**src/cnnPkg.sv**
```systemverilog
`default_nettype none

package cnnPkg;

    //////////////////////////////
    // sizes
    //////////////////////////////
    localparam int DATA_W    = 16;  // feature element width
    localparam int ACC_W     = 32;  // mac accumulator width
    localparam int VEC_LEN   = 16;  // host input vector
    localparam int MEM_DEPTH = 16;  // words per bank
    localparam int CLIP_MAX  = 2 ** (DATA_W - 1) - 1;

    // controller states, one per layer of the schedule
    typedef enum logic [3:0] {
        IDLE, CONV1, POOL1, CONV2, POOL2, CONV3, CONV4, CONV5, POOL5, FC6, FC7, FC8
    } layerT;

    //////////////////////////////
    // layer tables
    //////////////////////////////
    localparam int LAYER_LEN [12] = '{
        0, VEC_LEN, VEC_LEN, VEC_LEN / 2, VEC_LEN / 2,
        VEC_LEN / 4, VEC_LEN / 4, VEC_LEN / 4, VEC_LEN / 4,
        VEC_LEN / 8, VEC_LEN / 8, VEC_LEN / 8
    };

    // conv: taps 0..2 left to right, fc: entry 2j+i
    localparam logic signed [7:0] KERNEL_W [12][4] = '{
        '{ 0,  0,  0, 0},   // idle
        '{ 1,  2, -1, 0},   // conv1
        '{ 0,  0,  0, 0},   // pool1
        '{-1,  3,  1, 0},   // conv2
        '{ 0,  0,  0, 0},   // pool2
        '{ 2,  1,  1, 0},   // conv3
        '{ 1, -2,  3, 0},   // conv4
        '{ 1,  1,  1, 0},   // conv5
        '{ 0,  0,  0, 0},   // pool5
        '{ 2, -1,  1, 3},   // fc6
        '{ 1,  1, -1, 2},   // fc7
        '{ 3, -2,  1, 1}    // fc8
    };

    localparam logic signed [15:0] KERNEL_B [12][2] = '{
        '{  0,  0}, '{ 16,  0}, '{  0,  0}, '{ -8,  0}, '{  0,  0}, '{  4,  0},
        '{ 32,  0}, '{-16,  0}, '{  0,  0}, '{ 10, -5}, '{  0, 20}, '{  7,  3}
    };

    // relu followed by saturation to the positive half
    function automatic logic [DATA_W-1:0] clipRelu(input logic signed [ACC_W-1:0] acc);
        if (acc < 0) begin
            return '0;
        end else if (acc > CLIP_MAX) begin
            return DATA_W'(CLIP_MAX);
        end
        return acc[DATA_W-1:0];
    endfunction

    function automatic logic isConvLayer(input layerT l);
        return l inside {CONV1, CONV2, CONV3, CONV4, CONV5};
    endfunction

    function automatic logic isPoolLayer(input layerT l);
        return l inside {POOL1, POOL2, POOL5};
    endfunction

    function automatic logic isFcLayer(input layerT l);
        return l inside {FC6, FC7, FC8};
    endfunction

endpackage

`default_nettype wire
```
**src/cnnAccel.sv**
```systemverilog
`timescale 1ns/10ps
`default_nettype none

module cnnAccel #(
    parameter int DataW    = cnnPkg::DATA_W,
    parameter int VecLen   = cnnPkg::VEC_LEN,
    parameter int MemDepth = cnnPkg::MEM_DEPTH
) (
    input  wire                         clk,
    input  wire                         rst,
    input  wire                         dataReady,
    input  wire                         hostWrEn,
    input  wire  [$clog2(MemDepth)-1:0] hostAddr,
    input  wire  [DataW-1:0]            hostWrData,
    output logic [DataW-1:0]            hostRdData,
    output logic                        busy,
    output logic                        netDone,
    output cnnPkg::layerT               runLayer
);
    import cnnPkg::*;

    localparam int AddrW = $clog2(MemDepth);

    //////////////////////////////
    // sequencer strobes
    //////////////////////////////
    logic convStart;
    logic poolStart;
    logic fcStart;
    logic kernelReadEn;
    logic bankSwap;
    logic netStart;
    logic convDone;
    logic poolDone;
    logic fcDone;

    //////////////////////////////
    // engine memory ports
    //////////////////////////////
    logic [DataW-1:0] engRdData;
    logic [AddrW-1:0] convRdAddr;
    logic [AddrW-1:0] convWrAddr;
    logic [DataW-1:0] convWrData;
    logic             convWrEn;
    logic [AddrW-1:0] poolRdAddr;
    logic [AddrW-1:0] poolWrAddr;
    logic [DataW-1:0] poolWrData;
    logic             poolWrEn;
    logic [AddrW-1:0] fcRdAddr;
    logic [AddrW-1:0] fcWrAddr;
    logic [DataW-1:0] fcWrData;
    logic             fcWrEn;

    assign netStart = convStart && (runLayer == CONV1);   // first layer of a run

    layerSequencer uSeq (
        .clk, .rst, .dataReady, .convDone, .poolDone, .fcDone,
        .runLayer, .convStart, .poolStart, .fcStart,
        .kernelReadEn, .bankSwap, .busy, .netDone
    );

    featureMem #(.DataW(DataW), .MemDepth(MemDepth)) uMem (
        .clk, .rst, .runLayer, .netStart, .bankSwap,
        .hostWrEn, .hostAddr, .hostWrData, .busy,
        .convRdAddr, .convWrEn, .convWrAddr, .convWrData,
        .poolRdAddr, .poolWrEn, .poolWrAddr, .poolWrData,
        .fcRdAddr, .fcWrEn, .fcWrAddr, .fcWrData,
        .engRdData, .hostRdData
    );

    convEngine #(.DataW(DataW), .VecLen(VecLen), .MemDepth(MemDepth)) uConv (
        .clk, .rst, .runLayer, .start(convStart), .kernelReadEn, .rdData(engRdData),
        .rdAddr(convRdAddr), .wrEn(convWrEn), .wrAddr(convWrAddr),
        .wrData(convWrData), .done(convDone)
    );

    poolEngine #(.DataW(DataW), .VecLen(VecLen), .MemDepth(MemDepth)) uPool (
        .clk, .rst, .runLayer, .start(poolStart), .rdData(engRdData),
        .rdAddr(poolRdAddr), .wrEn(poolWrEn), .wrAddr(poolWrAddr),
        .wrData(poolWrData), .done(poolDone)
    );

    fcEngine #(.DataW(DataW), .MemDepth(MemDepth)) uFc (
        .clk, .rst, .runLayer, .start(fcStart), .kernelReadEn, .rdData(engRdData),
        .rdAddr(fcRdAddr), .wrEn(fcWrEn), .wrAddr(fcWrAddr),
        .wrData(fcWrData), .done(fcDone)
    );

endmodule

`default_nettype wire

```
**src/fcEngine.sv**
```systemverilog
`timescale 1ns/10ps
`default_nettype none

module fcEngine #(
    parameter int DataW    = cnnPkg::DATA_W,
    parameter int MemDepth = cnnPkg::MEM_DEPTH
) (
    input  wire                         clk,
    input  wire                         rst,
    input  wire cnnPkg::layerT          runLayer,
    input  wire                         start,
    input  wire                         kernelReadEn,
    input  wire  [DataW-1:0]            rdData,
    output logic [$clog2(MemDepth)-1:0] rdAddr,
    output logic                        wrEn,
    output logic [$clog2(MemDepth)-1:0] wrAddr,
    output logic [DataW-1:0]            wrData,
    output logic                        done
);
    import cnnPkg::*;

    localparam int AddrW = $clog2(MemDepth);

    typedef enum logic [1:0] {F_IDLE, F_READ, F_WRITE} stateT;

    stateT                   state;
    logic                    inSel;    // input i
    logic                    outSel;   // output j
    logic signed [ACC_W-1:0] acc;
    logic signed [7:0]       weight;
    logic signed [15:0]      bias;

    // weight entry 2j+i
    assign weight = kernelReadEn ? KERNEL_W[runLayer][{outSel, inSel}] : 8'sd0;
    assign bias   = kernelReadEn ? KERNEL_B[runLayer][outSel] : 16'sd0;

    assign rdAddr = AddrW'(inSel);
    assign wrEn   = state == F_WRITE;
    assign wrAddr = AddrW'(outSel);
    assign wrData = DataW'(clipRelu(acc + bias));
    assign done   = wrEn && outSel;

    always_ff @(posedge clk or posedge rst) begin
        if (rst) begin
            state  <= F_IDLE;
            inSel  <= 1'b0;
            outSel <= 1'b0;
        end else begin
            case (state)
                F_IDLE: if (start) begin
                    state  <= F_READ;
                    inSel  <= 1'b0;
                    outSel <= 1'b0;
                end
                F_READ: begin
                    inSel <= !inSel;
                    if (inSel) begin
                        state <= F_WRITE;
                    end
                end
                default: begin
                    state  <= outSel ? F_IDLE : F_READ;
                    outSel <= !outSel;
                end
            endcase
        end
    end

    always_ff @(posedge clk) begin
        if (state == F_READ) begin
            acc <= acc + weight * $signed(rdData);
        end else begin
            acc <= '0;                     // fresh sum per output
        end
    end

endmodule

`default_nettype wire

```
**src/poolEngine.sv**
```systemverilog
`timescale 1ns/10ps
`default_nettype none

module poolEngine #(
    parameter int DataW    = cnnPkg::DATA_W,
    parameter int VecLen   = cnnPkg::VEC_LEN,
    parameter int MemDepth = cnnPkg::MEM_DEPTH
) (
    input  wire                         clk,
    input  wire                         rst,
    input  wire cnnPkg::layerT          runLayer,
    input  wire                         start,
    input  wire  [DataW-1:0]            rdData,
    output logic [$clog2(MemDepth)-1:0] rdAddr,
    output logic                        wrEn,
    output logic [$clog2(MemDepth)-1:0] wrAddr,
    output logic [DataW-1:0]            wrData,
    output logic                        done
);
    import cnnPkg::*;

    localparam int AddrW = $clog2(MemDepth);
    localparam int IdxW  = $clog2(VecLen);

    typedef enum logic [1:0] {P_IDLE, P_LOW, P_HIGH} stateT;

    stateT            state;
    logic [IdxW-1:0]  k;        // output index
    logic [DataW-1:0] hold;     // element 2k
    logic             lastK;

    assign rdAddr = AddrW'(2 * int'(k) + int'(state == P_HIGH));
    assign lastK  = int'(k) == LAYER_LEN[runLayer] / 2 - 1;
    assign wrEn   = state == P_HIGH;   // second read and write together
    assign wrAddr = AddrW'(k);
    assign wrData = ($signed(rdData) > $signed(hold)) ? rdData : hold;
    assign done   = wrEn && lastK;

    always_ff @(posedge clk or posedge rst) begin
        if (rst) begin
            state <= P_IDLE;
            k     <= '0;
        end else begin
            case (state)
                P_IDLE: if (start) begin
                    state <= P_LOW;
                    k     <= '0;
                end
                P_LOW: state <= P_HIGH;
                default: begin
                    state <= lastK ? P_IDLE : P_LOW;
                    k     <= k + 1'b1;
                end
            endcase
        end
    end

    always_ff @(posedge clk) begin
        if (state == P_LOW) begin
            hold <= rdData;
        end
    end

endmodule

`default_nettype wire

```
**src/convEngine.sv**
```systemverilog
`timescale 1ns/10ps
`default_nettype none

module convEngine #(
    parameter int DataW    = cnnPkg::DATA_W,
    parameter int VecLen   = cnnPkg::VEC_LEN,
    parameter int MemDepth = cnnPkg::MEM_DEPTH
) (
    input  wire                         clk,
    input  wire                         rst,
    input  wire cnnPkg::layerT          runLayer,
    input  wire                         start,
    input  wire                         kernelReadEn,
    input  wire  [DataW-1:0]            rdData,
    output logic [$clog2(MemDepth)-1:0] rdAddr,
    output logic                        wrEn,
    output logic [$clog2(MemDepth)-1:0] wrAddr,
    output logic [DataW-1:0]            wrData,
    output logic                        done
);
    import cnnPkg::*;

    localparam int AddrW = $clog2(MemDepth);
    localparam int IdxW  = $clog2(VecLen);

    typedef enum logic [1:0] {C_IDLE, C_READ, C_WRITE} stateT;

    stateT                   state;
    logic [IdxW-1:0]         idx;      // output position
    logic [1:0]              tap;
    logic signed [ACC_W-1:0] acc;
    logic signed [ACC_W-1:0] prod;
    logic signed [7:0]       tapW;
    logic signed [15:0]      bias;
    int                      pos;
    logic                    lastIdx;

    always_comb begin
        pos  = int'(idx) + int'(tap) - 1;          // tap 0 is left neighbour
        tapW = kernelReadEn ? KERNEL_W[runLayer][tap] : 8'sd0;
        bias = kernelReadEn ? KERNEL_B[runLayer][0] : 16'sd0;
        if (pos >= 0 && pos < LAYER_LEN[runLayer]) begin
            prod = tapW * $signed(rdData);
        end else begin
            prod = '0;                             // zero padding
        end
    end

    assign rdAddr  = AddrW'(pos);
    assign lastIdx = int'(idx) == LAYER_LEN[runLayer] - 1;
    assign wrEn    = state == C_WRITE;
    assign wrAddr  = AddrW'(idx);
    assign wrData  = DataW'(clipRelu(acc + bias));
    assign done    = wrEn && lastIdx;

    always_ff @(posedge clk or posedge rst) begin
        if (rst) begin
            state <= C_IDLE;
            idx   <= '0;
            tap   <= '0;
        end else begin
            case (state)
                C_IDLE: if (start) begin
                    state <= C_READ;
                    idx   <= '0;
                    tap   <= '0;
                end
                C_READ: begin
                    tap <= (tap == 2'd2) ? 2'd0 : tap + 2'd1;
                    if (tap == 2'd2) begin
                        state <= C_WRITE;
                    end
                end
                default: begin
                    state <= lastIdx ? C_IDLE : C_READ;
                    idx   <= idx + 1'b1;
                end
            endcase
        end
    end

    // cleared outside the read phase
    always_ff @(posedge clk) begin
        acc <= (state == C_READ) ? acc + prod : ACC_W'(0);
    end

endmodule

`default_nettype wire

```
**src/layerSequencer.sv**
```systemverilog
`timescale 1ns/10ps
`default_nettype none

module layerSequencer (
    input  wire           clk,
    input  wire           rst,
    input  wire           dataReady,
    input  wire           convDone,
    input  wire           poolDone,
    input  wire           fcDone,
    output cnnPkg::layerT runLayer,
    output logic          convStart,
    output logic          poolStart,
    output logic          fcStart,
    output logic          kernelReadEn,
    output logic          bankSwap,
    output logic          busy,
    output logic          netDone
);
    import cnnPkg::*;

    logic launch;       // layer just entered, start next cycle
    logic layerDone;

    // only the engine owning the layer may end it
    assign layerDone = (isConvLayer(runLayer) && convDone) ||
                       (isPoolLayer(runLayer) && poolDone) ||
                       (isFcLayer(runLayer) && fcDone);

    assign bankSwap     = layerDone;   // output becomes next input
    assign kernelReadEn = isConvLayer(runLayer) || isFcLayer(runLayer);
    assign busy         = runLayer != IDLE;

    //////////////////////////////
    // layer schedule
    //////////////////////////////
    always_ff @(posedge clk or posedge rst) begin
        if (rst) begin
            runLayer  <= IDLE;
            launch    <= 1'b0;
            convStart <= 1'b0;
            poolStart <= 1'b0;
            fcStart   <= 1'b0;
            netDone   <= 1'b0;
        end else begin
            convStart <= launch && isConvLayer(runLayer);
            poolStart <= launch && isPoolLayer(runLayer);
            fcStart   <= launch && isFcLayer(runLayer);
            launch    <= 1'b0;
            netDone   <= 1'b0;
            if (runLayer == IDLE) begin
                if (dataReady) begin
                    runLayer <= CONV1;
                    launch   <= 1'b1;
                end
            end else if (layerDone) begin
                if (runLayer == FC8) begin
                    runLayer <= IDLE;      // results now in source bank
                    netDone  <= 1'b1;
                end else begin
                    runLayer <= layerT'(runLayer + 4'd1);
                    launch   <= 1'b1;
                end
            end
        end
    end

endmodule

`default_nettype wire

```
**src/featureMem.sv**
```systemverilog
`timescale 1ns/10ps
`default_nettype none

module featureMem #(
    parameter int DataW    = cnnPkg::DATA_W,
    parameter int MemDepth = cnnPkg::MEM_DEPTH
) (
    input  wire                         clk,
    input  wire                         rst,
    input  wire cnnPkg::layerT          runLayer,
    input  wire                         netStart,
    input  wire                         bankSwap,
    input  wire                         hostWrEn,
    input  wire  [$clog2(MemDepth)-1:0] hostAddr,
    input  wire  [DataW-1:0]            hostWrData,
    input  wire                         busy,
    input  wire  [$clog2(MemDepth)-1:0] convRdAddr,
    input  wire                         convWrEn,
    input  wire  [$clog2(MemDepth)-1:0] convWrAddr,
    input  wire  [DataW-1:0]            convWrData,
    input  wire  [$clog2(MemDepth)-1:0] poolRdAddr,
    input  wire                         poolWrEn,
    input  wire  [$clog2(MemDepth)-1:0] poolWrAddr,
    input  wire  [DataW-1:0]            poolWrData,
    input  wire  [$clog2(MemDepth)-1:0] fcRdAddr,
    input  wire                         fcWrEn,
    input  wire  [$clog2(MemDepth)-1:0] fcWrAddr,
    input  wire  [DataW-1:0]            fcWrData,
    output logic [DataW-1:0]            engRdData,
    output logic [DataW-1:0]            hostRdData
);
    import cnnPkg::*;

    localparam int AddrW = $clog2(MemDepth);

    logic [DataW-1:0] mem [2][MemDepth];
    logic             srcSel;              // bank the engines read from
    logic [AddrW-1:0] rdAddr;
    logic [AddrW-1:0] wrAddr;
    logic [DataW-1:0] wrData;
    logic             wrEn;

    // port of the engine class owning the current layer
    always_comb begin
        rdAddr = fcRdAddr;
        wrAddr = fcWrAddr;
        wrData = fcWrData;
        wrEn   = fcWrEn && isFcLayer(runLayer);
        if (isConvLayer(runLayer)) begin
            rdAddr = convRdAddr;
            wrAddr = convWrAddr;
            wrData = convWrData;
            wrEn   = convWrEn;
        end else if (isPoolLayer(runLayer)) begin
            rdAddr = poolRdAddr;
            wrAddr = poolWrAddr;
            wrData = poolWrData;
            wrEn   = poolWrEn;
        end
    end

    assign engRdData  = mem[srcSel][rdAddr];
    assign hostRdData = mem[srcSel][hostAddr];

    always_ff @(posedge clk or posedge rst) begin
        if (rst) begin
            srcSel <= 1'b0;
        end else if (netStart) begin
            srcSel <= 1'b0;                // host data sits in bank 0
        end else if (bankSwap) begin
            srcSel <= !srcSel;
        end
    end

    always_ff @(posedge clk) begin
        if (wrEn) begin
            mem[!srcSel][wrAddr] <= wrData;
        end
        if (hostWrEn && !busy) begin
            mem[0][hostAddr] <= hostWrData;   // load only between runs
        end
    end

endmodule

`default_nettype wire

```
**config.mk**
```make
export PLATFORM = sky130hd
export DESIGN_NAME = cnnAccel
export DESIGN_NICKNAME = d
export VERILOG_FILES = /design/src/cnnPkg.sv /design/src/cnnAccel.sv /design/src/fcEngine.sv /design/src/poolEngine.sv /design/src/convEngine.sv /design/src/layerSequencer.sv /design/src/featureMem.sv
export SDC_FILE = /design/constraint.sdc
export NUM_CORES = 2
export LEC_CHECK = 0
export ABC_AREA = 1
export BUFFER_PORTS_ARGS = -buffer_cell sky130_fd_sc_hd__clkbuf_2
export CAP_MARGIN = 20
export CORE_UTILIZATION = 50
export CTS_CLUSTER_SIZE = 14
export DETAILED_ROUTE_END_ITERATION = 10
export HOLD_SLACK_MARGIN = 0.12
export PLACE_DENSITY = 0.62
export SLEW_MARGIN = 20
export SYNTH_ARGS = -nofsm -noshare
export SYNTH_HDL_FRONTEND = slang
export SYNTH_SLANG_ARGS = --single-unit
```
**constraint.sdc**
```tcl
create_clock -name clk -period 11.2 [get_ports clk]
set_input_delay 0.56 -clock clk [delete_from_list [all_inputs] [get_ports clk]]
set_output_delay 0.56 -clock clk [all_outputs]
set_load 0.01 [all_outputs]
```
# Word-level counts from Yosys, hierarchy flattened
# Memory sizes are Yosys's and may differ from the RTL's.
# Index checks and enable logic that the tools add are counted.
# totals
mem_bits_ro	1536
inputBits	24
elab_cells	224
ramBits	512
mem_count	4
regBits	108
output_inout_bits	22
# memory_table
name	depth	width	rd	rd_clocked_by_memory_dff	write_ports	line	source
(name not given)	16	32	1	0	0	fcEngine.sv:35	assign bias = kernelReadEn ? KERNEL_B[runLayer][outSel] : 16'sd0;
(name not given)	16	32	1	0	0	convEngine.sv:40	tapW = kernelReadEn ? KERNEL_W[runLayer][tap] : 8'sd0;
(name not given)	16	32	1	0	0	poolEngine.sv:33	assign lastK = int'(k) == LAYER_LEN[runLayer] / 2 - 1;
uMem.mem	2	256	1	0	1	featureMem.sv:36	logic [DataW-1:0] mem [2][MemDepth];
# classes
mul	2
n_lt_le_gt_ge	16
n_eq_ne	26
n_addsub	14
reduce_logical	43
bitwise_logic	11
muxes	90
# ops
operator	count
256-bit two-way mux	4
16-bit two-way mux	20
256-bit OR reduction	1
32-bit two-way mux	7
16-bit binary-select mux with 4-bit select	2
16-bit demux with 4-bit select	2
32-bit by 2-bit subtractor with 32-bit output, second input constant	3
32-bit by 16-bit adder with 32-bit output	2
32-bit adder	2
5-bit by 32-bit equality test with 1-bit output	2
32-bit by 16-bit > comparator with 1-bit output, second input constant	2
32-bit by 1-bit less-than comparator with 1-bit output, second input constant	2
8-bit by 16-bit multiplier with 24-bit output	2
8-bit two-way mux	6
4-bit two-way mux	10
32-bit by 1-bit adder with 32-bit output	1
8-bit binary-select mux with 2-bit select	2
32-bit by 1-bit greater-or-equal comparator with 1-bit output, second input constant	1
32-bit less-than comparator	1
1-bit two-way mux	22
5-bit greater-or-equal comparator, second input constant	4
4-bit NOT with 5-bit output	4
4-bit by 3-bit equality test with 1-bit output, second input constant	4
4-bit equality test, second input constant	4
other kinds (32)	92

# Longest topological paths before layout
# depth
word_depth	16
depth_mapped	53

# By module
# From an unflattened synthesis, not the netlist that was laid out.
# hier_totals
cells_unflattened	5868
area_unflattened_um2	48841.8
# modules_own_cells
mod	area_per_inst_um2	n_inst	cells_per_inst
featureMem	26387.8	1	2638
convEngine	10083.4	1	1517
fcEngine	10025.9	1	1433
poolEngine	1751.7	1	206
layerSequencer	561.8	1	68
cnnAccel	31.3	1	6

# Worst setup path before layout
# OpenSTA, ideal clock, no wires.
# synth_timing
path_kind	reg2reg
start	reg uConv.idx[0] (netlist: uConv.wrAddr[0])
end	reg uFc.acc[31]
arrival_time_ps	8157
setup_ps	115
path_stages_with_launch	41
setup_slack_ps	2928
period_less_slack_ps	8272
cell_sequence	dfrtp_1 > ha_1 > inv_1 > fa_1 > ha_1 > inv_1 > o21ai_2 > buf_6 > buf_6 > buf_4 > nand3_1 > nand3_1 > nand3_1 > nand2_1 > inv_1 > nor2_1 > fa_1 > fa_1 > [... 5 more ...] > a21oi_1 > o21ai_0 > a21oi_1 > o21ai_0 > a21boi_0 > o21ai_0 > or2_2 > nand2_1 > inv_1 > ha_1 > nand2_1 > nor3_1 > nand2_1 > or3_1 > o21ai_0 > nand3_1 > nand2_1 > nor2_1
# synth_between
elab_chain_cells	9
# synth_lines
item	line	source
start, declared	convEngine.sv:29	logic [IdxW-1:0] idx;
start signal, assigned	convEngine.sv:76	idx <= idx + 1'b1;
4-bit by 2-bit adder with 5-bit output	convEngine.sv:39	pos = int'(idx) + int'(tap) - 1;
32-bit by 2-bit subtractor with 32-bit output	convEngine.sv:39	
4-bit two-way mux	featureMem.sv:49	if (isConvLayer(runLayer)) begin
4-bit NOT with 5-bit output (implied by the code)	featureMem.sv:62	assign engRdData = mem[srcSel][rdAddr];
16-bit binary-select mux with 4-bit select	featureMem.sv:62	
16-bit two-way mux (implied by the code) (2 in a row)	featureMem.sv:62	
via engRdData[8]	cnnAccel.sv:40	logic [DataW-1:0] engRdData;
8-bit by 16-bit multiplier with 24-bit output	fcEngine.sv:71	acc <= acc + weight * $signed(rdData);
32-bit adder	fcEngine.sv:71	
end signal, assigned	fcEngine.sv:71	
end, declared	fcEngine.sv:29	logic signed [ACC_W-1:0] acc;
# The timed path passes the listed nets, and every way through them passes these cells. The select of a mux whose other input is x is not followed.
# A chain may end at the register's enable or synchronous reset.

# Worst setup path in the final report
# layout_timing
start	reg uSeq.runLayer[0]
end	reg uFc.acc[31]
# layout_between
elab_chain_cells	10
word_cells_on_any_way	31
classes_between	add/sub: 1; mul: 1; eq/ne: 11; mux: 11; bitwise: 2; reduce/logical: 4; memory: 1
# layout_lines
item	line	source
start, declared	layerSequencer.sv:11	output cnnPkg::layerT runLayer,
start signal, assigned	layerSequencer.sv:61	runLayer <= layerT'(runLayer + 4'd1);
4-bit NOT with 5-bit output (implied by the code) (tied with other cells)	fcEngine.sv:34	assign weight = kernelReadEn ? KERNEL_W[runLayer][{outSel, inSel}] : 8'sd0;
memory 16 x 32 bit / 3-bit nonzero test (equally long branches)	--	
32-bit two-way mux (implied by the code) / 4-bit two-way mux (equally long branches)	fcEngine.sv:34, featureMem.sv:54	
32-bit two-way mux (implied by the code) / 4-bit two-way mux (equally long branches)	fcEngine.sv:34, featureMem.sv:49	
8-bit binary-select mux with 2-bit select / 4-bit NOT with 5-bit output (equally long branches)	fcEngine.sv:34, featureMem.sv:62	
8-bit two-way mux (implied by the code) / 16-bit binary-select mux with 4-bit select (equally long branches)	fcEngine.sv:34, featureMem.sv:62	
8-bit two-way mux (implied by the code) / 16-bit two-way mux (equally long branches)	fcEngine.sv:34, featureMem.sv:62	
8-bit two-way mux / 16-bit two-way mux (equally long branches)	fcEngine.sv:34, featureMem.sv:62	
8-bit by 16-bit multiplier with 24-bit output *	fcEngine.sv:71	
32-bit adder *	fcEngine.sv:71	
# Every way passes the cells marked *; elsewhere a longest branch is shown, timed or not. The select of a mux whose other input is x is not followed.

==> flow_metrics.py <==
metrics = {
    "status": {
        "status": "completed",
    },
    "route": {
        "drc_errors": 0,
        "ant_nets": 0,
        "wl_per_cell_um": 21.47,
        "firstDrtPassIters": 6,
        "wirelength_mm": 147.2,
        "post_drt_via_cell_ratio": 5.651,
        "vias": 38740,
        "drtIter0Drc": 4179,
    },
    "placement": {
        "io_buffer_count": 45,
        "gp_congestion": 0.9473,
        "dp_hpwl_mm": 107.7,
    },
    "timing": {
        "setup_violations": 0,
        "hold_violations": 0,
        "drv_slew": 0,
        "fin_setup_tns_ns": 0,
        "fin_crit_sh": 0.9258,
        "fin_skew_ns": 0.04986,
        "slew_headroom": 0.2010,
        "max_freq_mhz": 96.44,
        "grt_setup_unrepaired": "false",
        "period_minus_slack_ns": 10.37,
        "tightest_slew_ns": 1.194,
    },
    "global_routing": {
        "grt_pass1_wl_mm": 224.0,
        "grt.overflow.total": 0,
        "grt_max_degree": 160,
        "antenna_found_initial": 0,
        "track_usage": 0.3176,
        "grt_pass1_vias": 36970,
    },
    "synth": {
        "synth_area_mm2": 0.04549,
        "synth-edff-count": 528,
        "synthTopCellsByArea": "edfxtp_1 35%, nand2_1 13%, fa_1 8.1%",
        "ys_seq_area_frac": 0.3921,
        "synth.distinct_cells": 64,
        "ys.flop_type": "edfxtp_1",
        "synth.top_cell.area_share": 0.3485,
        "synth_warnings": 0,
        "ys_ff_latch": 620,
        "synthesis.nets": 6060,
        "synth_cells": 5600,
        "synth_top_cell_by_area": "edfxtp_1",
        "async_reset_ff_frac": 0.04516,
        "post_synth.cell_area_avg_um2": 8.124,
    },
    "setup_path": {
        "critPathTopFamily": "simple AND/OR/NAND/NOR gates",
        "crit_top_cell": "nand3_1",
        "slowest_stage": "buf_4",
        "critPathBufInv": 6,
        "critPathRequiredTime_ns": 11.72,
        "critPathLaunchType": "flop",
        "rr_worst_depth": 39,
        "critPathArrivalTime_ns": 10.89,
        "criticalPathCategory": "flop to flop",
        "crit_cells": 39,
        "path_max_fanout": 71,
        "critPathMaxStageDelay_ns": 0.72,
        "end_kind": "flop",
    },
    "clock_tree": {
        "clk_path_buf_depth": 3,
        "clkSlewWorstSetupHoldPaths_ns": 0.05,
        "cts_tree": "done",
        "cts_made_buffers": 73,
        "clk_latency_ns": 0.67,
        "clockRootBuffer": "clkbuf_16",
        "htreeDepth": 3,
        "cts_num_sinks": 620,
    },
    "finish": {
        "final_net_count": 6082,
        "multi_input_area_mm2": 0.02380,
        "seq_area_mm2": 0.01784,
        "drive_gt1_frac": 0.06181,
        "num-fill-cells": 8445,
        "diodes": 0,
        "syn2layout_area_growth_pct": 8.699,
    },
    "hold_path": {
        "whs_path_depth": 3,
        "hold_class": "primary input to flop",
    },
    "floorplan": {
        "die_area_mm2": 0.09219,
        "core_mm2": 0.09001,
        "row_count": 110,
        "die_y_um": 303.6,
        "ios": 46,
        "start_util": 0.5054,
        "die-width_um": 303.6,
    },
    "run": {
        "maxCapViolations": 0,
    },
}
-- worst register-to-register path, delay by kind of cell, from the launching register on --
family	cells	cell delay [ns]
flip-flops	1	0.46
adder cells (fa/ha/maj)	7	3.18
AO/OA/AOI/OAI	7	1.49
buffers and inverters	6	1.82
AND/OR/NAND/NOR	19	3.31
-- path summary, 6_finish.rpt --
kind | to | slack [ns] | start
worst max-delay path | uFc.acc[31] | 0.83 | uSeq.runLayer[0]
worst min-delay path | uSeq.launch | 0.25 | dataReady
worst max register to register | uFc.acc[31] | 0.83 | uSeq.runLayer[0]
worst min register to register | uPool.state[1] | 0.54 | uPool.state[0]
max in group asynchronous | uMem.srcSel | 10.21 | rst
min in group asynchronous | uSeq.runLayer[3] | 0.64 | rst
-- state kept, by name (all words and copies together) (netlist names), 2 cells and up --
register       cells
uFc.state          2
uPool.wrAddr       4
uConv.wrAddr       4
uConv.tap          2
uFc.acc           32
uSeq.runLayer      4
uPool.state        2
uPool.hold        16
uMem.mem         512
uConv.state        2
uConv.acc         32
-- Yosys cell counts (all sizes together), types with 28 or more instances --
| cell type | number |
|---|---|
| clkbuf | 74 |
| buf | 105 |
| inv | 810 |
| dfxtp | 64 |
| a221oi | 36 |
| nand2 | 1618 |
| nand4 | 31 |
| nor2 | 387 |
| o22ai | 40 |
| xor2 | 58 |
| mux2i | 81 |
| nor3 | 34 |
| o21ai | 254 |
| a21oi | 281 |
| ha | 252 |
| edfxtp | 528 |
| or2 | 38 |
| fa | 184 |
| dfrtp | 28 |
| nand3 | 507 |
-- repair_timing --
action / 4_1_cts / 5_1_grt
hold buffers: 1 / 0
resized for setup: 0 / 0
setup buffers: 0 / 0
hold endpoints to repair: 28 / 0
-- cells by family after synthesis --
| family | count (synthesis) | share of synthesized area |
|---|---|---|
| and+or+nand+nor | 2651 | 0.2444 |
| adders and majority gates | 436 | 0.1503 |
| AOI/OAI and AO/OA | 735 | 0.09282 |
| muxes | 81 | 0.01782 |
| buffers and inverters | 996 | 0.08697 |
| xor gates and xnor gates | 81 | 0.01559 |
| DFF | 620 | 0.3921 |
-- routing by layer --
layer	GRT usage	routed length, µm
met5	0	0
met4	0.1055	5268
met3	0.05308	13320
met2	0.5061	66260
met1	0.4403	62310
-- cell type report --
class                           count  area share
Timing Repair Buffer              126     0.01842
Clock inverter                     33    0.006174
Clock buffer                       99     0.04142
Multi-Input combinational cell   3984      0.4813
Sequential cell                   620      0.3608
Inverter                          817     0.06212
Tap cell                         1176     0.02976
-- through the flow --
step           instance area (µm²)  hold WS (ns)  utilization  setup WS (ns)  instances
6_report                     49450        0.2525       0.5494         0.8306       6855
5_1_grt                      49450        0.2760       0.5494        0.04871       6855
4_1_cts                      49430        0.2161       0.5492          1.005       6855
3_5_place_dp                 47070        0.5144       0.5230          1.021       6722
3_3_place_gp                 47060        0.5176       0.5228          1.177       6722
2_1_floorplan                45490        0.4361            -          2.928       5600
-- cell usage in the layout (no fill, tap or decap), types with 35 or more instances in the layout --
cell type	n
ha_1	252
nand3_1	500
clkbuf_2	45
dfxtp_1	64
clkbuf_16	76
o22ai_1	38
or2_2	35
nor2_1	367
a221oi_1	36
xor2_1	58
a21oi_1	281
fa_1	184
buf_4	74
inv_1	789
o21ai_0	227
edfxtp_1	528
mux2i_1	81
nand2_1	1594
Power is not shown: default switching activity piles up to over one toggle a cycle in this logic, so the estimate is an artifact.
